`src/uniboard_defs.svh`:
```
`ifndef UNIBOARD_DEFS_SVH
`define UNIBOARD_DEFS_SVH

// Clock cycles per UART bit at 12 MHz
`define UB_BAUD_DIV 12

// Frame delimiters and escape
`define UB_START_BYTE 8'h01
`define UB_END_BYTE 8'h17
`define UB_ESC_BYTE 8'h1B

// Largest frame body, header plus address plus four data bytes
`define UB_FRAME_BYTES 6

// Peripheral number answered by the motor PWM
`define UB_PWM_PERIPH 7'd2

// Clock cycles per PWM counter step
`define UB_PWM_DIV 4

`endif

```
`src/uniboard_pkg.sv`:
```
package uniboard_pkg;

	// One byte on the UART or in a frame
	typedef logic [7:0] byte_t;

	// Peripheral number, low seven bits of the first body byte
	typedef logic [6:0] periph_t;

	typedef logic [7:0] reg_addr_t;

	// Register value, byte 0 in the low bits
	typedef logic [31:0] reg_data_t;

	// Register size in bytes, 0 to 4
	typedef logic [2:0] reg_size_t;

	typedef enum logic [1:0] {
		dec_hunt,
		dec_body,
		dec_escaped,
		dec_request
	} decoder_state_t;

	typedef enum logic [3:0] {
		eng_idle,
		eng_ack,
		eng_wr_setup,
		eng_wr_sel1,
		eng_wr_sel2,
		eng_wr_gap,
		eng_rd_setup,
		eng_rd_sel1,
		eng_rd_sel2,
		eng_reply,
		eng_release
	} engine_state_t;

	typedef enum logic [2:0] {
		enc_idle,
		enc_pick,
		enc_send,
		enc_drain,
		enc_ack
	} encoder_state_t;

endpackage

```
`src/command_engine.sv`:
```
`timescale 1ns/100ps

module command_engine (
	input logic clk_12MHz,
	input logic reset,
	input logic cmd_req,
	output logic cmd_ack,
	input logic cmd_read,
	input uniboard_pkg::periph_t cmd_periph,
	input uniboard_pkg::reg_addr_t cmd_addr,
	input uniboard_pkg::reg_data_t cmd_data,
	output uniboard_pkg::periph_t bus_periph,
	output uniboard_pkg::reg_addr_t bus_addr,
	output uniboard_pkg::reg_data_t bus_wdata,
	output logic bus_rw,
	output logic bus_select,
	input uniboard_pkg::reg_data_t bus_rdata,
	input uniboard_pkg::reg_size_t bus_size,
	output logic reply_req,
	input logic reply_ack,
	output uniboard_pkg::byte_t reply_hdr0,
	output uniboard_pkg::reg_addr_t reply_addr,
	output uniboard_pkg::reg_data_t reply_data,
	output uniboard_pkg::reg_size_t reply_size
);

	uniboard_pkg::engine_state_t state;

	always_ff @(posedge clk_12MHz)
	begin
		if (reset)
		begin
			state <= uniboard_pkg::eng_idle;
			cmd_ack <= 1'b0;
			bus_select <= 1'b0;
			bus_rw <= 1'b1;
			reply_req <= 1'b0;
		end
		else
		begin
			case (state)
				uniboard_pkg::eng_idle:
				begin
					if (cmd_req)
					begin
						bus_periph <= cmd_periph;
						bus_addr <= cmd_addr;
						bus_wdata <= cmd_data;
						bus_rw <= cmd_read;
						// First body byte, as the host sent it
						reply_hdr0 <= {cmd_read, cmd_periph};
						reply_addr <= cmd_addr;
						cmd_ack <= 1'b1;
						state <= uniboard_pkg::eng_ack;
					end
				end
				uniboard_pkg::eng_ack:
				begin
					if (!cmd_req)
					begin
						cmd_ack <= 1'b0;
						state <= reply_hdr0[7] ? uniboard_pkg::eng_rd_setup
							: uniboard_pkg::eng_wr_setup;
					end
				end
				uniboard_pkg::eng_wr_setup:
				begin
					bus_select <= 1'b1;
					state <= uniboard_pkg::eng_wr_sel1;
				end
				uniboard_pkg::eng_wr_sel1:
					state <= uniboard_pkg::eng_wr_sel2;
				uniboard_pkg::eng_wr_sel2:
				begin
					bus_select <= 1'b0;
					state <= uniboard_pkg::eng_wr_gap;
				end
				uniboard_pkg::eng_wr_gap:
				begin
					// Read back what was just written
					bus_rw <= 1'b1;
					state <= uniboard_pkg::eng_rd_setup;
				end
				uniboard_pkg::eng_rd_setup:
				begin
					bus_select <= 1'b1;
					state <= uniboard_pkg::eng_rd_sel1;
				end
				uniboard_pkg::eng_rd_sel1:
					state <= uniboard_pkg::eng_rd_sel2;
				uniboard_pkg::eng_rd_sel2:
				begin
					// Bus settled by the second select cycle
					reply_data <= bus_rdata;
					reply_size <= bus_size;
					bus_select <= 1'b0;
					reply_req <= 1'b1;
					state <= uniboard_pkg::eng_reply;
				end
				uniboard_pkg::eng_reply:
				begin
					if (reply_ack)
					begin
						reply_req <= 1'b0;
						state <= uniboard_pkg::eng_release;
					end
				end
				uniboard_pkg::eng_release:
				begin
					// Next command only once the encoder lets go
					if (!reply_ack)
						state <= uniboard_pkg::eng_idle;
				end
				default:
					state <= uniboard_pkg::eng_idle;
			endcase
		end
	end

	// Direction never flips under an active select
	assert property (@(posedge clk_12MHz) disable iff (reset)
		bus_select ##1 bus_select |-> $stable(bus_rw));

endmodule

```
`src/frame_decoder.sv`:
```
`timescale 1ns/100ps
`include "uniboard_defs.svh"

module frame_decoder (
	input logic clk_12MHz,
	input logic reset,
	input uniboard_pkg::byte_t rx_byte,
	input logic rx_valid,
	output logic cmd_req,
	input logic cmd_ack,
	output logic cmd_read,
	output uniboard_pkg::periph_t cmd_periph,
	output uniboard_pkg::reg_addr_t cmd_addr,
	output uniboard_pkg::reg_data_t cmd_data
);

	uniboard_pkg::decoder_state_t state;
	uniboard_pkg::byte_t buffer [`UB_FRAME_BYTES];
	// Body bytes held so far
	logic [2:0] count;

	always_ff @(posedge clk_12MHz)
	begin
		if (reset)
		begin
			state <= uniboard_pkg::dec_hunt;
			cmd_req <= 1'b0;
			count <= '0;
		end
		else
		begin
			case (state)
				uniboard_pkg::dec_hunt:
				begin
					// Everything but a start byte is noise here
					if (rx_valid && rx_byte == `UB_START_BYTE)
					begin
						count <= '0;
						state <= uniboard_pkg::dec_body;
					end
				end
				uniboard_pkg::dec_body:
				begin
					if (rx_valid)
					begin
						if (rx_byte == `UB_ESC_BYTE)
						begin
							state <= uniboard_pkg::dec_escaped;
						end
						else if (rx_byte == `UB_START_BYTE)
						begin
							// Restart, earlier bytes forgotten
							count <= '0;
						end
						else if (rx_byte == `UB_END_BYTE)
						begin
							if (count >= 3'd2)
							begin
								cmd_read <= buffer[0][7];
								cmd_periph <= buffer[0][6:0];
								cmd_addr <= buffer[1];
								// Data bytes not sent read as zero
								for (int i = 0; i < 4; i++)
									cmd_data[8*i +: 8] <= (count > i + 2) ? buffer[i + 2] : 8'h00;
								cmd_req <= 1'b1;
								state <= uniboard_pkg::dec_request;
							end
							else
							begin
								// No address, nothing to do
								state <= uniboard_pkg::dec_hunt;
							end
						end
						else if (count < `UB_FRAME_BYTES)
						begin
							buffer[count] <= rx_byte;
							count <= count + 3'd1;
						end
					end
				end
				uniboard_pkg::dec_escaped:
				begin
					// Taken literally, even a protocol byte
					if (rx_valid)
					begin
						if (count < `UB_FRAME_BYTES)
						begin
							buffer[count] <= rx_byte;
							count <= count + 3'd1;
						end
						state <= uniboard_pkg::dec_body;
					end
				end
				uniboard_pkg::dec_request:
				begin
					// Four-phase handshake, received bytes dropped meanwhile
					if (cmd_req && cmd_ack)
						cmd_req <= 1'b0;
					else if (!cmd_req && !cmd_ack)
						state <= uniboard_pkg::dec_hunt;
				end
				default:
					state <= uniboard_pkg::dec_hunt;
			endcase
		end
	end

	// Engine may latch at any point of the request
	assert property (@(posedge clk_12MHz) disable iff (reset)
		cmd_req ##1 cmd_req |-> $stable({cmd_read, cmd_periph, cmd_addr, cmd_data}));

endmodule

```
`src/pwm_peripheral.sv`:
```
`timescale 1ns/100ps
`include "uniboard_defs.svh"

module pwm_peripheral (
	input logic clk_12MHz,
	input logic reset,
	input uniboard_pkg::periph_t bus_periph,
	input uniboard_pkg::reg_addr_t bus_addr,
	input uniboard_pkg::reg_data_t bus_wdata,
	input logic bus_rw,
	input logic bus_select,
	output uniboard_pkg::reg_data_t bus_rdata,
	output uniboard_pkg::reg_size_t bus_size,
	output logic pwm_left,
	output logic pwm_right
);

	logic sel;
	logic sel_q;
	uniboard_pkg::byte_t duty_left;
	uniboard_pkg::byte_t duty_right;
	logic [7:0] div_cnt;
	uniboard_pkg::byte_t pwm_cnt;

	assign sel = bus_select && (bus_periph == `UB_PWM_PERIPH);

	// Writes land on the rising edge of select
	always_ff @(posedge clk_12MHz)
	begin
		if (reset)
		begin
			sel_q <= 1'b0;
			duty_left <= '0;
			duty_right <= '0;
		end
		else
		begin
			sel_q <= sel;
			if (sel && !sel_q && !bus_rw)
			begin
				case (bus_addr)
					8'd0: duty_left <= bus_wdata[7:0];
					8'd1: duty_right <= bus_wdata[7:0];
					default: ;
				endcase
			end
		end
	end

	// Zero on the read bus unless selected for a read
	always_comb
	begin
		bus_rdata = '0;
		bus_size = '0;
		if (sel && bus_rw)
		begin
			case (bus_addr)
				8'd0:
				begin
					bus_rdata = {24'd0, duty_left};
					bus_size = 3'd1;
				end
				8'd1:
				begin
					bus_rdata = {24'd0, duty_right};
					bus_size = 3'd1;
				end
				default: ;
			endcase
		end
	end

	// Period of 256 steps, one step every UB_PWM_DIV cycles
	always_ff @(posedge clk_12MHz)
	begin
		if (reset)
		begin
			div_cnt <= '0;
			pwm_cnt <= '0;
			pwm_left <= 1'b0;
			pwm_right <= 1'b0;
		end
		else
		begin
			if (div_cnt == 8'(`UB_PWM_DIV - 1))
			begin
				div_cnt <= '0;
				pwm_cnt <= pwm_cnt + 8'd1;
			end
			else
			begin
				div_cnt <= div_cnt + 8'd1;
			end
			// Duty 0 keeps the output low
			pwm_left <= (pwm_cnt < duty_left);
			pwm_right <= (pwm_cnt < duty_right);
		end
	end

endmodule

```
`src/reply_encoder.sv`:
```
`timescale 1ns/100ps
`include "uniboard_defs.svh"

module reply_encoder (
	input logic clk_12MHz,
	input logic reset,
	input logic reply_req,
	output logic reply_ack,
	input uniboard_pkg::byte_t reply_hdr0,
	input uniboard_pkg::reg_addr_t reply_addr,
	input uniboard_pkg::reg_data_t reply_data,
	input uniboard_pkg::reg_size_t reply_size,
	output uniboard_pkg::byte_t tx_byte,
	output logic send,
	input logic busy
);

	uniboard_pkg::encoder_state_t state;
	// Position in frame: start, header, address, data, end
	logic [3:0] idx;
	logic [3:0] end_idx;
	logic [1:0] data_sel;
	uniboard_pkg::byte_t cur_byte;
	logic is_payload;
	logic is_special;
	// Escape already out for the current byte
	logic escape_sent;

	assign end_idx = {1'b0, reply_size} + 4'd3;
	// idx 3 maps to data byte 0
	assign data_sel = idx[1:0] + 2'd1;
	assign is_payload = (idx != 4'd0) && (idx != end_idx);
	assign is_special = (cur_byte == `UB_START_BYTE) || (cur_byte == `UB_END_BYTE)
		|| (cur_byte == `UB_ESC_BYTE);

	always_comb
	begin
		case (idx)
			4'd0: cur_byte = `UB_START_BYTE;
			4'd1: cur_byte = reply_hdr0;
			4'd2: cur_byte = reply_addr;
			default:
			begin
				if (idx == end_idx)
					cur_byte = `UB_END_BYTE;
				else
					cur_byte = reply_data[{data_sel, 3'b000} +: 8];
			end
		endcase
	end

	always_ff @(posedge clk_12MHz)
	begin
		if (reset)
		begin
			state <= uniboard_pkg::enc_idle;
			reply_ack <= 1'b0;
			send <= 1'b0;
			idx <= '0;
			escape_sent <= 1'b0;
		end
		else
		begin
			case (state)
				uniboard_pkg::enc_idle:
				begin
					if (reply_req)
					begin
						idx <= '0;
						escape_sent <= 1'b0;
						state <= uniboard_pkg::enc_pick;
					end
				end
				uniboard_pkg::enc_pick:
				begin
					if (idx > end_idx)
					begin
						// End byte gone, release the engine
						reply_ack <= 1'b1;
						state <= uniboard_pkg::enc_ack;
					end
					else
					begin
						if (is_payload && is_special && !escape_sent)
						begin
							tx_byte <= `UB_ESC_BYTE;
							escape_sent <= 1'b1;
						end
						else
						begin
							tx_byte <= cur_byte;
							escape_sent <= 1'b0;
							idx <= idx + 4'd1;
						end
						send <= 1'b1;
						state <= uniboard_pkg::enc_send;
					end
				end
				uniboard_pkg::enc_send:
				begin
					// Transmitter took the byte
					if (busy)
					begin
						send <= 1'b0;
						state <= uniboard_pkg::enc_drain;
					end
				end
				uniboard_pkg::enc_drain:
				begin
					if (!busy)
						state <= uniboard_pkg::enc_pick;
				end
				uniboard_pkg::enc_ack:
				begin
					if (!reply_req)
					begin
						reply_ack <= 1'b0;
						state <= uniboard_pkg::enc_idle;
					end
				end
				default:
					state <= uniboard_pkg::enc_idle;
			endcase
		end
	end

endmodule

```
`src/uart_rx.sv`:
```
`timescale 1ns/100ps
`include "uniboard_defs.svh"

module uart_rx (
	input logic clk_12MHz,
	input logic reset,
	input logic rx,
	output uniboard_pkg::byte_t rx_byte,
	output logic rx_valid
);

	logic rx_meta;
	logic rx_sync;
	logic active;
	logic [15:0] baud_cnt;
	logic [3:0] bit_idx;
	uniboard_pkg::byte_t shift_reg;

	// Line idles high, so the synchronizer resets to 1
	always_ff @(posedge clk_12MHz)
	begin
		if (reset)
		begin
			rx_meta <= 1'b1;
			rx_sync <= 1'b1;
		end
		else
		begin
			rx_meta <= rx;
			rx_sync <= rx_meta;
		end
	end

	always_ff @(posedge clk_12MHz)
	begin
		if (reset)
		begin
			active <= 1'b0;
			rx_valid <= 1'b0;
			baud_cnt <= '0;
			bit_idx <= '0;
		end
		else
		begin
			rx_valid <= 1'b0;
			if (!active)
			begin
				// Falling edge of start bit, first sample half a bit later
				if (!rx_sync)
				begin
					active <= 1'b1;
					baud_cnt <= 16'(`UB_BAUD_DIV / 2 - 1);
					bit_idx <= '0;
				end
			end
			else if (baud_cnt != 16'd0)
			begin
				baud_cnt <= baud_cnt - 16'd1;
			end
			else
			begin
				// Mid-bit sample point
				baud_cnt <= 16'(`UB_BAUD_DIV - 1);
				bit_idx <= bit_idx + 4'd1;
				if (bit_idx == 4'd0)
				begin
					// Glitch, start bit gone by mid-bit
					if (rx_sync)
						active <= 1'b0;
				end
				else if (bit_idx == 4'd9)
				begin
					// Stop bit, drop the byte on a framing error
					active <= 1'b0;
					rx_valid <= rx_sync;
				end
				else
				begin
					// LSB arrives first
					shift_reg <= {rx_sync, shift_reg[7:1]};
				end
			end
		end
	end

	// Byte stays put until the next frame's first data bit
	assign rx_byte = shift_reg;

	// One strobe per byte, never back to back
	assert property (@(posedge clk_12MHz) disable iff (reset)
		rx_valid |=> !rx_valid);

endmodule

```
`src/uart_tx.sv`:
```
`timescale 1ns/100ps
`include "uniboard_defs.svh"

module uart_tx (
	input logic clk_12MHz,
	input logic reset,
	input uniboard_pkg::byte_t tx_byte,
	input logic send,
	output logic busy,
	output logic tx
);

	// Stop, data, start; shifted out from bit 0
	logic [9:0] frame;
	logic [3:0] bit_cnt;
	logic [15:0] baud_cnt;

	always_ff @(posedge clk_12MHz)
	begin
		if (reset)
		begin
			busy <= 1'b0;
			tx <= 1'b1;
			bit_cnt <= '0;
			baud_cnt <= '0;
		end
		else if (!busy)
		begin
			tx <= 1'b1;
			if (send)
			begin
				busy <= 1'b1;
				frame <= {1'b1, tx_byte, 1'b0};
				bit_cnt <= '0;
				baud_cnt <= '0;
			end
		end
		else if (baud_cnt != 16'd0)
		begin
			baud_cnt <= baud_cnt - 16'd1;
		end
		else if (bit_cnt == 4'd10)
		begin
			// Stop bit has had its full time
			busy <= 1'b0;
		end
		else
		begin
			tx <= frame[0];
			frame <= {1'b1, frame[9:1]};
			bit_cnt <= bit_cnt + 4'd1;
			baud_cnt <= 16'(`UB_BAUD_DIV - 1);
		end
	end

endmodule

```
`src/uniboard_top.sv`:
```
`timescale 1ns/100ps

module uniboard_top (
	input logic clk_12MHz,
	input logic reset,
	input logic uart_rx,
	output logic uart_tx,
	output logic motor_pwm_l,
	output logic motor_pwm_r
);

	uniboard_pkg::byte_t rx_byte;
	logic rx_valid;
	logic cmd_req;
	logic cmd_ack;
	logic cmd_read;
	uniboard_pkg::periph_t cmd_periph;
	uniboard_pkg::reg_addr_t cmd_addr;
	uniboard_pkg::reg_data_t cmd_data;
	uniboard_pkg::periph_t bus_periph;
	uniboard_pkg::reg_addr_t bus_addr;
	uniboard_pkg::reg_data_t bus_wdata;
	logic bus_rw;
	logic bus_select;
	uniboard_pkg::reg_data_t bus_rdata;
	uniboard_pkg::reg_size_t bus_size;
	uniboard_pkg::reg_data_t pwm_rdata;
	uniboard_pkg::reg_size_t pwm_size;
	logic reply_req;
	logic reply_ack;
	uniboard_pkg::byte_t reply_hdr0;
	uniboard_pkg::reg_addr_t reply_addr;
	uniboard_pkg::reg_data_t reply_data;
	uniboard_pkg::reg_size_t reply_size;
	uniboard_pkg::byte_t tx_byte;
	logic send;
	logic busy;

	uart_rx receiver (
		.clk_12MHz(clk_12MHz),
		.reset(reset),
		.rx(uart_rx),
		.rx_byte(rx_byte),
		.rx_valid(rx_valid)
	);

	frame_decoder decoder (
		.clk_12MHz(clk_12MHz),
		.reset(reset),
		.rx_byte(rx_byte),
		.rx_valid(rx_valid),
		.cmd_req(cmd_req),
		.cmd_ack(cmd_ack),
		.cmd_read(cmd_read),
		.cmd_periph(cmd_periph),
		.cmd_addr(cmd_addr),
		.cmd_data(cmd_data)
	);

	command_engine engine (
		.clk_12MHz(clk_12MHz),
		.reset(reset),
		.cmd_req(cmd_req),
		.cmd_ack(cmd_ack),
		.cmd_read(cmd_read),
		.cmd_periph(cmd_periph),
		.cmd_addr(cmd_addr),
		.cmd_data(cmd_data),
		.bus_periph(bus_periph),
		.bus_addr(bus_addr),
		.bus_wdata(bus_wdata),
		.bus_rw(bus_rw),
		.bus_select(bus_select),
		.bus_rdata(bus_rdata),
		.bus_size(bus_size),
		.reply_req(reply_req),
		.reply_ack(reply_ack),
		.reply_hdr0(reply_hdr0),
		.reply_addr(reply_addr),
		.reply_data(reply_data),
		.reply_size(reply_size)
	);

	reply_encoder encoder (
		.clk_12MHz(clk_12MHz),
		.reset(reset),
		.reply_req(reply_req),
		.reply_ack(reply_ack),
		.reply_hdr0(reply_hdr0),
		.reply_addr(reply_addr),
		.reply_data(reply_data),
		.reply_size(reply_size),
		.tx_byte(tx_byte),
		.send(send),
		.busy(busy)
	);

	uart_tx transmitter (
		.clk_12MHz(clk_12MHz),
		.reset(reset),
		.tx_byte(tx_byte),
		.send(send),
		.busy(busy),
		.tx(uart_tx)
	);

	pwm_peripheral motor_pwm (
		.clk_12MHz(clk_12MHz),
		.reset(reset),
		.bus_periph(bus_periph),
		.bus_addr(bus_addr),
		.bus_wdata(bus_wdata),
		.bus_rw(bus_rw),
		.bus_select(bus_select),
		.bus_rdata(pwm_rdata),
		.bus_size(pwm_size),
		.pwm_left(motor_pwm_l),
		.pwm_right(motor_pwm_r)
	);

	// Read-bus OR, a single term with one peripheral
	// Unmapped numbers see zero data and zero size
	assign bus_rdata = pwm_rdata;
	assign bus_size = pwm_size;

endmodule

```
`config.mk`:
```
export PLATFORM = sky130hd
export DESIGN_NAME = uniboard_top
export DESIGN_NICKNAME = d
export VERILOG_FILES = /design/src/uniboard_pkg.sv /design/src/command_engine.sv /design/src/frame_decoder.sv /design/src/pwm_peripheral.sv /design/src/reply_encoder.sv /design/src/uart_rx.sv /design/src/uart_tx.sv /design/src/uniboard_top.sv
export VERILOG_INCLUDE_DIRS = /design/src /design/src/src
export SDC_FILE = /design/constraint.sdc
export NUM_CORES = 1
export LEC_CHECK = 0
export BUFFER_PORTS_ARGS = -buffer_cell sky130_fd_sc_hd__buf_2
export CORE_ASPECT_RATIO = 0.7
export CORE_MARGIN = 2
export CORE_UTILIZATION = 50
export CTS_CLUSTER_DIAMETER = 60
export CTS_CLUSTER_SIZE = 10
export DETAILED_ROUTE_END_ITERATION = 7
export PLACE_DENSITY = 0.68
export SLEW_MARGIN = 20
export SYNTH_ARGS = -nofsm -noshare
export SYNTH_HDL_FRONTEND = slang
export SYNTH_SLANG_ARGS = --single-unit
```
`constraint.sdc`:
```
create_clock -name clk_12MHz -period 2.79 [get_ports clk_12MHz]
set_clock_uncertainty 0.05 [all_clocks]
set_input_delay 0.4185 -clock clk_12MHz [delete_from_list [all_inputs] [get_ports clk_12MHz]]
set_output_delay 0.4185 -clock clk_12MHz [all_outputs]
set_load 0.02 [all_outputs]
```
# --- Yosys cells after proc, flatten, opt, wreduce, memory -nomap -nowiden ---
# Memory sizes are Yosys's and may differ from the RTL's. A register that Yosys moved wholly into a read port is not among the register bits.
# Index checks and enable logic that the tools add are counted.
totals:
  reg_bits: 197
  elab_cells: 300
  n_memories: 1
  mem_bits_rw: 48
op_classes:
  shifts: 1
  n_eq_ne: 61
  addsub: 10
  mux: 103
  bitwise_logic: 12
  reduce_logical: 67
  n_lt_le_gt_ge: 6
mem_list:
  columns: ["memory", "depth", "width", "read_ports", "rd_ports_with_merged_regs", "wr", "line_no", "source"]
  rows:
  - ["decoder.buffer", 6, 8, 3, 3, 1, "frame_decoder.sv:18", "uniboard_pkg::byte_t buffer [`UB_FRAME_BYTES];"]
op_table:
  columns: ["operator", "n"]
  rows:
  - ["two-way mux 16 bit", 7]
  - ["two-way mux 4 bit", 14]
  - ["case mux 4 bit (11 select lines)", 1]
  - ["two-way mux 10 bit", 4]
  - ["two-way mux 1 bit", 39]
  - ["two-way mux 3 bit", 13]
  - ["inequality test 2 bit (second input constant)", 17]
  - ["equality test 8 x 5 -> 1 bit (second input constant)", 4]
  - ["nonzero test 16 bit", 2]
  - ["variable part select 32 x 6 -> 8 bit", 1]
  - ["subtractor 16 x 1 -> 16 bit (second input constant)", 2]
  - ["equality test 8 x 1 -> 1 bit (second input constant)", 3]
  - ["case mux 8 bit (3 select lines)", 1]
  - ["AND reduction 3 bit", 7]
  - ["AND reduction 7 bit", 3]
  - ["equality test 4 bit (second input constant)", 5]
  - ["two-way mux 2 bit", 9]
  - ["nonzero test 2 bit", 9]
  - ["adder 8 x 1 -> 8 bit (second input constant)", 2]
  - ["equality test 4 x 3 -> 1 bit (second input constant)", 4]
  - ["< comparator 8 bit", 2]
  - ["two-way mux 8 bit", 2]
  - ["inequality test 2 x 1 -> 1 bit (second input constant)", 8]
  - ["case mux 1 bit (2 select lines)", 8]
  - ["other kinds (44)", 93]

# --- Longest topological paths before layout ---
# Gate-level depths: netlist of run 1.
depth:
  word_depth: 12
  mapped_depth: 11
  depth_no_buf: 9

# --- Modules after synthesis ---
# From an unflattened synthesis of run 1, not the netlist that was laid out.
unflattened:
  cells_unflattened: 1109
  area_unflattened_um2: 13659.4
modules_own_cells:
  columns: ["module", "cells_each", "area_each_um2", "instances"]
  rows:
  - ["frame_decoder", 217, 3769.9, 1]
  - ["command_engine", 156, 3106.7, 1]
  - ["pwm_peripheral", 260, 2177.1, 1]
  - ["uart_tx", 164, 1544.0, 1]
  - ["uart_rx", 158, 1535.2, 1]
  - ["reply_encoder", 154, 1526.5, 1]

# --- Worst setup path before layout of run 1 ---
# Ideal clock, no wire load.
synth_timing:
  path_type: "register -> register"
  startpoint: "reg receiver.shift_reg[5], in the netlist receiver.rx_byte[5]"
  endpoint: "reg decoder.cmd_addr[0] (read register of decoder.buffer) (enable)"
  period_less_slack_ns: 2.679
  t_arrival_ns: 2.246
  slack_ns: 0.111
  path_stages_with_launch: 5
  path_cell_list: "edfxtp_1 > nor4b_1 > nand3_1 > nor4b_1 > and3_1"
synth_via:
  elab_chain_len: 3
  word_cells_on_any_way: 6
  cone_classes: "eq/ne: 3; bitwise: 2; reduce/logical: 1"
synth_lines:
  columns: ["item", "line_no", "source"]
  rows:
  - ["start, declared", "uart_rx.sv:17", "uniboard_pkg::byte_t shift_reg;"]
  - ["start signal, assigned", "uart_rx.sv:80", "shift_reg <= {rx_sync, shift_reg[7:1]};"]
  - ["equality test 8 x 1 -> 1 bit (no source line) / equality test 8 x 5 -> 1 bit (equally long branches)", null, null]
  - ["inverter 1 bit (no source line)", null, null]
  - ["AND reduction 7 bit (no source line) (*)", null, null]
  - ["end, declared", "frame_decoder.sv:13", "output uniboard_pkg::reg_addr_t cmd_addr,"]
# Every way passes the cells marked *; elsewhere a longest branch is shown, timed or not.
# A chain may end at the register's enable or synchronous reset.

# --- Worst setup path in the final report of run 1 ---
layout_timing:
  startpoint: "reg encoder.idx[1]"
  endpoint: "reg encoder.tx_byte[3] (data pin)"
layout_via:
  elab_chain_len: 9
  word_cells_on_any_way: 18
  cone_classes: "add/sub: 1; eq/ne: 7; shift: 1; mux: 2; reduce/logical: 7"
layout_lines:
  columns: ["item", "line_no", "source"]
  rows:
  - ["start, declared", "reply_encoder.sv:20", "logic [3:0] idx;"]
  - ["start signal, assigned", "reply_encoder.sv:93", "idx <= idx + 4'd1;"]
  - ["adder 2 x 1 -> 2 bit", "reply_encoder.sv:31", "assign data_sel = idx[1:0] + 2'd1;"]
  - ["variable part select 32 x 6 -> 8 bit", "reply_encoder.sv:47", "cur_byte = reply_data[{data_sel, 3'b000} +: 8];"]
  - ["two-way mux 8 bit", "reply_encoder.sv:44", "if (idx == end_idx)"]
  - ["case mux 8 bit (3 select lines)", "reply_encoder.sv:38", "case (idx)"]
  - ["equality test 8 x 1 -> 1 bit (no source line) / equality test 8 x 5 -> 1 bit (equally long branches)", null, null]
  - ["logical OR 1 bit (2 in series)", "reply_encoder.sv:33", "assign is_special = (cur_byte == `UB_START_BYTE) || (cur_byte == `UB_END_BYTE)"]
  - ["logical AND 1 bit (2 in series)", "reply_encoder.sv:84", "if (is_payload && is_special && !escape_sent)"]
  - ["end signal, assigned", "reply_encoder.sv:86", "tx_byte <= `UB_ESC_BYTE;"]
  - ["end signal, assigned", "reply_encoder.sv:91", "tx_byte <= cur_byte;"]
  - ["end, declared", "reply_encoder.sv:13", "output uniboard_pkg::byte_t tx_byte,"]
# Several ways; a longest one is shown, not always the timed one.

==> results of run 1 <==
[state kept, by name (all words and copies together), names as in the netlist, 7 cells and up]
name / count
decoder.buffer: 24
decoder.cmd_addr: 8
decoder.cmd_data: 8
decoder.cmd_periph: 7
encoder.tx_byte: 8
engine.bus_addr: 8
engine.bus_wdata: 8
engine.reply_data: 8
engine.reply_hdr0: 8
motor_pwm.div_cnt: 8
motor_pwm.duty_left: 8
motor_pwm.duty_right: 8
motor_pwm.pwm_cnt: 8
receiver.baud_cnt: 16
receiver.rx_byte: 8
transmitter.baud_cnt: 16
transmitter.frame: 9
[per-layer routing]
metal  up-vias  wire length, um  share of wire, %
met5         -                0                 0
met3        18              860               4.9
met2       120             6970                40
met1      3001             9560                54
met4         0              242               1.4
li1       3251                -                 -
[cells by family after synthesis]
logic type / after synthesis / share of synthesized area [%]
AOI/OAI and AO/OA: 179 / 12.8
xor gates and xnor gates: 15 / 1.40
adders and majority gates: 38 / 5.05
buffers and inverters: 75 / 3.19
DFF: 211 / 56.2
muxes: 38 / 4.16
and+or+nand+nor: 310 / 17.2
[cell usage in the layout, fill, tap and decap left out, types with 16 or more instances in the layout]
cell type and n:
clkbuf_16 25, dfxtp_1 105, clkbuf_1 16, nand3_1 16
o21ai_0 31, ha_1 38, nor2b_1 16, nor2_1 100
nor3_1 28, mux2i_1 29, inv_1 41, a21oi_1 47
edfxtp_1 106, buf_4 28, nand2_1 57
[Yosys cell counts (3+ instances only)]
cell type and number:
a211o_1 3, a211oi_1 5, a21o_1 12, a21oi_1 47, a22oi_1 8, a311oi_1 13
a31oi_1 13, and2_1 4, and3_1 8, and3b_1 3, buf_2 3, clkbuf_1 26
dfxtp_1 105, edfxtp_1 106, ha_1 38, inv_1 42, mux2_2 8, mux2i_1 29
nand2_1 57, nand2b_1 11, nand3_1 16, nand3b_1 5, nand4_1 7, nand4b_1 3
nor2_1 101, nor2b_1 17, nor3_1 29, nor3b_1 4, nor4_1 11, nor4b_1 5
o211ai_1 3, o21ai_0 31, o2bb2ai_1 3, o311ai_0 5, o31a_1 3, o31ai_1 8
or2_2 5, or3_1 8, or4_1 5, xnor2_1 5, xor2_1 10
[worst paths after layout]
path                         from             endpoint  slack [ps]  cells after the start
max reg2reg        encoder.idx[1]   encoder.tx_byte[3]         120                      9
min reg2reg  decoder.buffer[1][0]  decoder.cmd_addr[0]         360                      0
min                       uart_rx     receiver.rx_meta          50                      2
max                encoder.idx[1]   encoder.tx_byte[3]         120                      9
[stage by stage]
stage                     instance area, um2  cells  TNS, ps
after floorplan                         9410    866        0
after global placement                  9810   1102        0
after detailed placement                9810   1102    -7.20
after CTS                              10500   1145        0
after global routing                   10600   1147        0
final                                  10600   1147        0
[critical path: cells and delay by family (launching register included)]
family | cells | cell delay (ps)
compound gates | 3 | 790
fa+ha+maj | 1 | 240
buf+inv | 2 | 300
flops | 1 | 460
simple gates | 3 | 580
[power by group through the flow]
| stage | logic (mW) | registers [mW] | clock network (mW) |
|---|---|---|---|
| floorplan | 0.386 | 3.37 | 0 |
| global placement | 0.455 | 3.41 | 0 |
| detailed placement | 0.460 | 3.42 | 0 |
| CTS | 0.464 | 3.35 | 2.94 |
| global route | 0.528 | 3.36 | 3.07 |
| finish | 0.463 | 3.35 | 2.88 |
[cell type report]
cell class | count | area, um2
multi-input cells | 580 | 3860
well taps | 236 | 295
repair buffers | 34 | 255
fillers | 1525 | 7640
flip-flops and latches | 211 | 5290
inverters | 43 | 161
clock buffers | 41 | 686
clock inverters | 2 | 28.8
[timing repair]
action | CTS | global route
setup endpoints to repair | 3 | 9
hold endpoints to repair | 0 | 0
setup buffers | 0 | 2
pin swaps | 0 | 1
gates resized for setup | 1 | 5
==> flow_summary.rst, run 1 <==
.. list-table::
   :header-rows: 1

   * - Metric
     - Value
   * - Outcome
     - completed
   * - Count of unique library cells instantiated by Yosys
     - 73
   * - Final Wtd Congestion
     - 0.846
   * - Die outline width
     - ~170 um
   * - Number of DRC markers in iteration 0
     - around 440
   * - Shortest period the worst path allows
     - between 2000 and 3000 ps
   * - Overall power of the completed layout
     - about 6.7 mW
   * - Switching share of total power
     - 23.3%
   * - Area of the mapped netlist
     - approximately 9400 um2
   * - Initial antenna violation count
     - 1
   * - Total iterations of the first detailed-routing run
     - 5
   * - Count of hold buffers inserted by post-cts repair
     - 0
   * - Share of synthesized flip-flops with an asynchronous set or reset
     - 0%
   * - Combinational power share
     - just under 7%
   * - Via count of the first global-routing pass
     - about 5.7k
   * - Final hold slack
     - just under 50 ps
   * - Data arrival time of the worst path
     - 2900 ps
   * - Standard cell core area
     - between 15000 and 20000 um2
   * - Leakage Power
     - between 3 and 4 nW
   * - Syn Area/Cell
     - 10.9 um2
   * - Library cell occupying the most area in the post-synthesis netlist
     - edfxtp_1
   * - Final setup violating endpoints
     - 0
   * - Utilization after layout
     - around three fifths
   * - Peak supply drop
     - slightly below 0.5 mV
   * - Later-pin clock latency in the skew report
     - 520 ps
   * - Hold Path Class
     - in2reg
   * - Total I/O pin count
     - 6
   * - Hold Violations, Final
     - 0
   * - Max Cap Viol
     - 0
   * - Die Span Y
     - 119 um
   * - Pin count of the biggest net entering global routing
     - 37
   * - Wire length of the first global-routing pass
     - a little under 30 mm
   * - Post-synthesis sequential area ratio
     - between 50% and 60%
   * - Synthesis-to-finish area growth
     - 12.4%
   * - TritonCTS clock tree
     - yes
   * - Depth of the CTS H-tree
     - 1
   * - Power Density
     - around 630 nW/um2
   * - Met2 Track Usage GR
     - a little under a quarter
   * - Kind of capture point of the worst setup path
     - flop
   * - Ranking of synthesized cells by area
     - edfxtp_1 (34%), dfxtp_1 (22%), ha_1 (5.1%)
   * - Final routed DRC violation total
     - 0
   * - Slew Viols, Final
     - 0
   * - Share of final-layout standard cells stronger than drive strength 1
     - a little over a tenth
   * - Cell-internal power
     - 5.14 mW
   * - Floorplan die area
     - approximately 20000 um2
   * - Ordered list of cells on the worst path
     - inv_1 -> ha_1 -> or3_1 -> a2111oi_4 -> o2bb2ai_1 -> nor4_2 -> o21ai_2 -> buf_4 -> nand2_1
   * - Post-route clock period utilization
     - around 96%
   * - NumNets Final
     - 936
   * - WL/cell
     - 15.4 um
   * - Vias post-DR
     - 6390
   * - Number of antenna-violating nets in the routed design
     - 0
   * - #FFs+latches synth
     - approximately 210
   * - Post-synth EDFFs
     - around 110
   * - Top cell type's share of synthesized area
     - between 30% and 40%
   * - Proportion of power drawn by flip-flops and latches
     - 50.1%
   * - Antenna diode count
     - 0
   * - RSZ-0062 raised after global routing
     - false
   * - Routed via count divided by cell count
     - ~5.6
   * - Final global-route overflow total
     - 0
   * - Remaining max-slew budget at the tightest pin
     - 50.9%
   * - Slew @ Worst Pin
     - between 700 and 800 ps
   * - F_max
     - approximately 370 MHz
   * - Number of input and output port buffers inserted
     - 5
   * - GR peak layer
     - met1
   * - Global routing usage on met3
     - 3.55%
   * - Most used DFF post-synth
     - edfxtp_1
   * - Part of the power in the clock network
     - between 40% and 50%
   * - Initial core utilization
     - approximately half
   * - Required time of the critical path
     - between 3000 and 4000 ps
   * - Synthesized Nets
     - just over 900
   * - Synth Instances
     - around 870
   * - Number of warning messages in the yosys log
     - 0
   * - Dpl hpwl
     - 12.0 mm
   * - Number of buffers added by the clock tree synthesis step
     - 25
   * - Setup Crit Path Kind
     - reg2reg
   * - Overall routing resource usage
     - around 18%
   * - Root Buffer Master
     - clkbuf_16
   * - Worst Setup Slack, final
     - 118 ps
   * - CTS clock-pin slew for the worst setup and hold paths
     - around 60 ps
   * - Worst-path cell with the longest stage delay
     - dfxtp_1
   * - Count of clock tree sinks
     - 211
   * - Setup slack after placement
     - -3.27 ps
   * - Total wire length
     - roughly 18 mm
   * - Startpoint types
     - flop
   * - Global routing met1 resource utilization
     - 29.1%
   * - Maximum root-to-sink buffer count
     - 3
   * - Switching power
     - ~1.6 mW
   * - CP max FO
     - 7
   * - Critical path's largest stage delay
     - approximately 460 ps
   * - Placement Rows
     - 41
Power figures use the tool's default switching activity.
==> run 2, diff against run 1 <==
--- a/config.mk
+++ b/config.mk
@@ -14,6 +14,7 @@
 export CTS_CLUSTER_SIZE = 10
 export DETAILED_ROUTE_END_ITERATION = 7
 export PLACE_DENSITY = 0.68
+export RECOVER_POWER = 50
 export SLEW_MARGIN = 20
 export SYNTH_ARGS = -nofsm -noshare
 export SYNTH_HDL_FRONTEND = slang
==> flow_summary.rst, run 2 (synthesis results as in run 1) <==
.. list-table::
   :header-rows: 1

   * - Metric
     - Value
   * - Utilization after layout
     - 57.8% (was 58.0%)
   * - F_max
     - 376 MHz (was 374 MHz)
   * - Dpl hpwl
     - 12.0 mm (unchanged)
   * - TritonCTS clock tree
     - yes (unchanged)
   * - Count of clock tree sinks
     - 211 (unchanged)
   * - Switching share of total power
     - 23.3% (about the same)
   * - R2r endpoint
     - encoder.tx_byte[3] (unchanged)
   * - Initial antenna violation count
     - 1 (unchanged)
   * - Final Wtd Congestion
     - 0.846 (unchanged)
   * - Most used cells in the layout excluding fill and tap cells
     - edfxtp_1 (106), dfxtp_1 (105), nor2_1 (100) (unchanged)
   * - Leakage Power
     - 3.77 nW (was 3.81 nW)
   * - Hold Path Class
     - in2reg (unchanged)
   * - Placement Rows
     - 41 (unchanged)
   * - Slew Viols, Final
     - 0 (unchanged)
   * - R2R Path Start
     - encoder.idx[1] (unchanged)
   * - Wire length of the first global-routing pass
     - 29.3 mm (unchanged)
   * - Setup Crit Path Kind
     - reg2reg (unchanged)
   * - Overall routing resource usage
     - 17.9% (unchanged)
   * - Required time of the critical path
     - 3020 ps (about the same)
   * - Final setup violating endpoints
     - 0 (unchanged)
   * - Number of input and output port buffers inserted
     - 5 (unchanged)
   * - Max FFs per register
     - 24 (unchanged)
   * - Proportion of power drawn by flip-flops and latches
     - 50.2% (was 50.1%)
   * - Worst-path cell with the longest stage delay
     - dfxtp_1 (unchanged)
   * - Floorplan die area
     - 19900 um2 (unchanged)
   * - Reg-to-reg slack, setup
     - 130 ps (was 120 ps)
   * - Register with the highest flop count
     - decoder.buffer (unchanged)
   * - Later-pin clock latency in the skew report
     - 530 ps (was 520 ps)
   * - Hold Violations, Final
     - 0 (unchanged)
   * - Ordered list of cells on the worst path
     - inv_1 -> ha_1 -> or3_1 -> a2111oi_4 -> o2bb2ai_1 -> nor4_2 -> o21ai_2 -> buf_4 -> nand2_1 (unchanged)
   * - Via count of the first global-routing pass
     - 5749 (unchanged)
   * - Buffering stage count on the worst path with inverters included
     - 2 (unchanged)
   * - CTS clock-pin slew for the worst setup and hold paths
     - 60 ps (about the same)
   * - Remaining max-slew budget at the tightest pin
     - 9.69% (was 50.9%)
   * - Number of antenna-violating nets in the routed design
     - 0 (unchanged)
   * - Final routed DRC violation total
     - 0 (unchanged)
   * - Switching power
     - 1.56 mW (about the same)
   * - Slew @ Worst Pin
     - 1350 ps (was 736 ps)
   * - Setup slack after placement
     - -3.27 ps (unchanged)
   * - Power Density
     - 635 nW/um2 (was 633 nW/um2)
   * - Total iterations of the first detailed-routing run
     - 6 (was 5)
   * - Routed via count divided by cell count
     - 5.54 (was 5.57)
   * - Register-to-Register Path Depth
     - 9 (unchanged)
   * - Outcome
     - completed (unchanged)
   * - Final hold slack
     - 46.4 ps (was 48.8 ps)
   * - Startpoint types
     - flop (unchanged)
   * - Pin count of the biggest net entering global routing
     - 37 (unchanged)
   * - Kind of capture point of the worst setup path
     - flop (unchanged)
   * - Share of final-layout standard cells stronger than drive strength 1
     - 9.00% (was 10.4%)
   * - Total I/O pin count
     - 6 (unchanged)
   * - Number of logic stages on the critical path including buffering
     - 9 (unchanged)
   * - Number of DRC markers in iteration 0
     - 467 (was 435)
   * - Die Span Y
     - 119 um (unchanged)
   * - Max Cap Viol
     - 0 (unchanged)
   * - Part of the power in the clock network
     - 43.0% (about the same)
   * - Antenna diode count
     - 0 (unchanged)
   * - Depth of the CTS H-tree
     - 1 (unchanged)
   * - Combinational power share
     - 6.8% (was 6.9%)
   * - Maximum root-to-sink buffer count
     - 3 (unchanged)
   * - Number of buffers added by the clock tree synthesis step
     - 25 (unchanged)
   * - CP max FO
     - 7 (unchanged)
   * - RSZ-0062 raised after global routing
     - false (unchanged)
   * - Critical path's largest stage delay
     - 460 ps (about the same)
   * - Standard cell core area
     - 18200 um2 (unchanged)
   * - Worst Setup Slack, final
     - 127 ps (was 118 ps)
   * - Synthesis-to-finish area growth
     - 11.8% (was 12.4%)
   * - Shortest period the worst path allows
     - 2660 ps (was 2670 ps)
   * - Die outline width
     - 168 um (unchanged)
   * - Initial core utilization
     - 51.7% (unchanged)
   * - Cell-internal power
     - 5.13 mW (was 5.14 mW)
   * - Total wire length
     - 17.6 mm (about the same)
   * - Post-route clock period utilization
     - 95.4% (was 95.8%)
   * - Data arrival time of the worst path
     - 2890 ps (was 2900 ps)
   * - Category of cells accounting for the largest share of critical-path delay
     - compound AO/OA/AOI/OAI gates (unchanged)
   * - Peak supply drop
     - 0.488 mV (was 0.487 mV)
   * - Critical Path End
     - encoder.tx_byte[3] (unchanged)
   * - Start point of the critical path
     - encoder.idx[1] (unchanged)
   * - Count of hold buffers inserted by post-cts repair
     - 0 (unchanged)
   * - Root Buffer Master
     - clkbuf_16 (unchanged)
   * - Final global-route overflow total
     - 0 (unchanged)
   * - Biggest regs
     - decoder.buffer: 24 flops, receiver.baud_cnt: 16 flops, transmitter.baud_cnt: 16 flops (unchanged)
   * - Commonest non-fill, non-tap cell in the layout
     - edfxtp_1 (unchanged)
   * - Vias post-DR
     - 6356 (was 6390)
   * - WL/cell
     - 15.3 um (was 15.4 um)
   * - NumNets Final
     - 936 (unchanged)
## run 2: cell types whose count changed in the layout (fill, tap and decap cells not counted), sizes merged
cell    delta
clkbuf    +10
buf       -10
## run 2: final cells by class
type / instances / area, um2
clock inverter: 2 / 28.8
timing repair buffer: 34 / 228
tap: 236 / 295
fill: 1541 / 7690
multi-input combinational: 580 / 3830
clock buffer: 41 / 686
inverter: 43 / 161
sequential: 211 / 5290
## run 2: power by group through the flow
stage | sequential [mW] | combinational, mW | clock, mW
6_report | 3.35 | 0.452 | 2.88
5_1_grt | 3.36 | 0.517 | 3.07
4_1_cts | 3.35 | 0.464 | 2.94
3_5_place_dp | 3.42 | 0.460 | 0
3_3_place_gp | 3.41 | 0.455 | 0
2_1_floorplan | 3.37 | 0.386 | 0
## run 2: worst min-delay path by stage
stage | cells after the start | end | startpoint
3_3_place_gp | 1 | receiver.rx_sync | receiver.rx_meta
6_report | 2 | receiver.rx_meta | uart_rx
5_1_grt | 2 | receiver.rx_meta | uart_rx
2_1_floorplan | 1 | receiver.rx_sync | receiver.rx_meta
3_5_place_dp | 1 | receiver.rx_sync | receiver.rx_meta
4_1_cts | 2 | receiver.rx_meta | uart_rx
## run 2: routing by layer
layer	part of all wire [%]	GRT usage [%]	vias up
met4	1.5	4.13	0
met5	0	0	-
met2	39	24.0	128
li1	-	-	3247
met3	5.0	3.55	24
met1	54	29.1	2957
## run 2: metrics by stage
| step | power (mW) | std cells | cell area, um2 | setup TNS (ps) |
|---|---|---|---|---|
| floorplan | 3.76 | 866 | 9410 | 0 |
| global placement | 3.87 | 1102 | 9810 | 0 |
| detailed placement | 3.88 | 1102 | 9810 | -7.20 |
| CTS | 6.76 | 1145 | 10500 | 0 |
| global route | 6.95 | 1147 | 10500 | 0 |
| finish | 6.68 | 1147 | 10500 | 0 |
## run 2: repair_timing
| item | 4_1_cts | 5_1_grt |
|---|---|---|
| pin swaps | 0 | 1 |
| cloned | 0 | 0 |
| resized for setup | 1 | 5 |
| setup buffers | 0 | 2 |
| setup endpoints to repair | 3 | 9 |
| endpoints found under the hold margin | 0 | 0 |
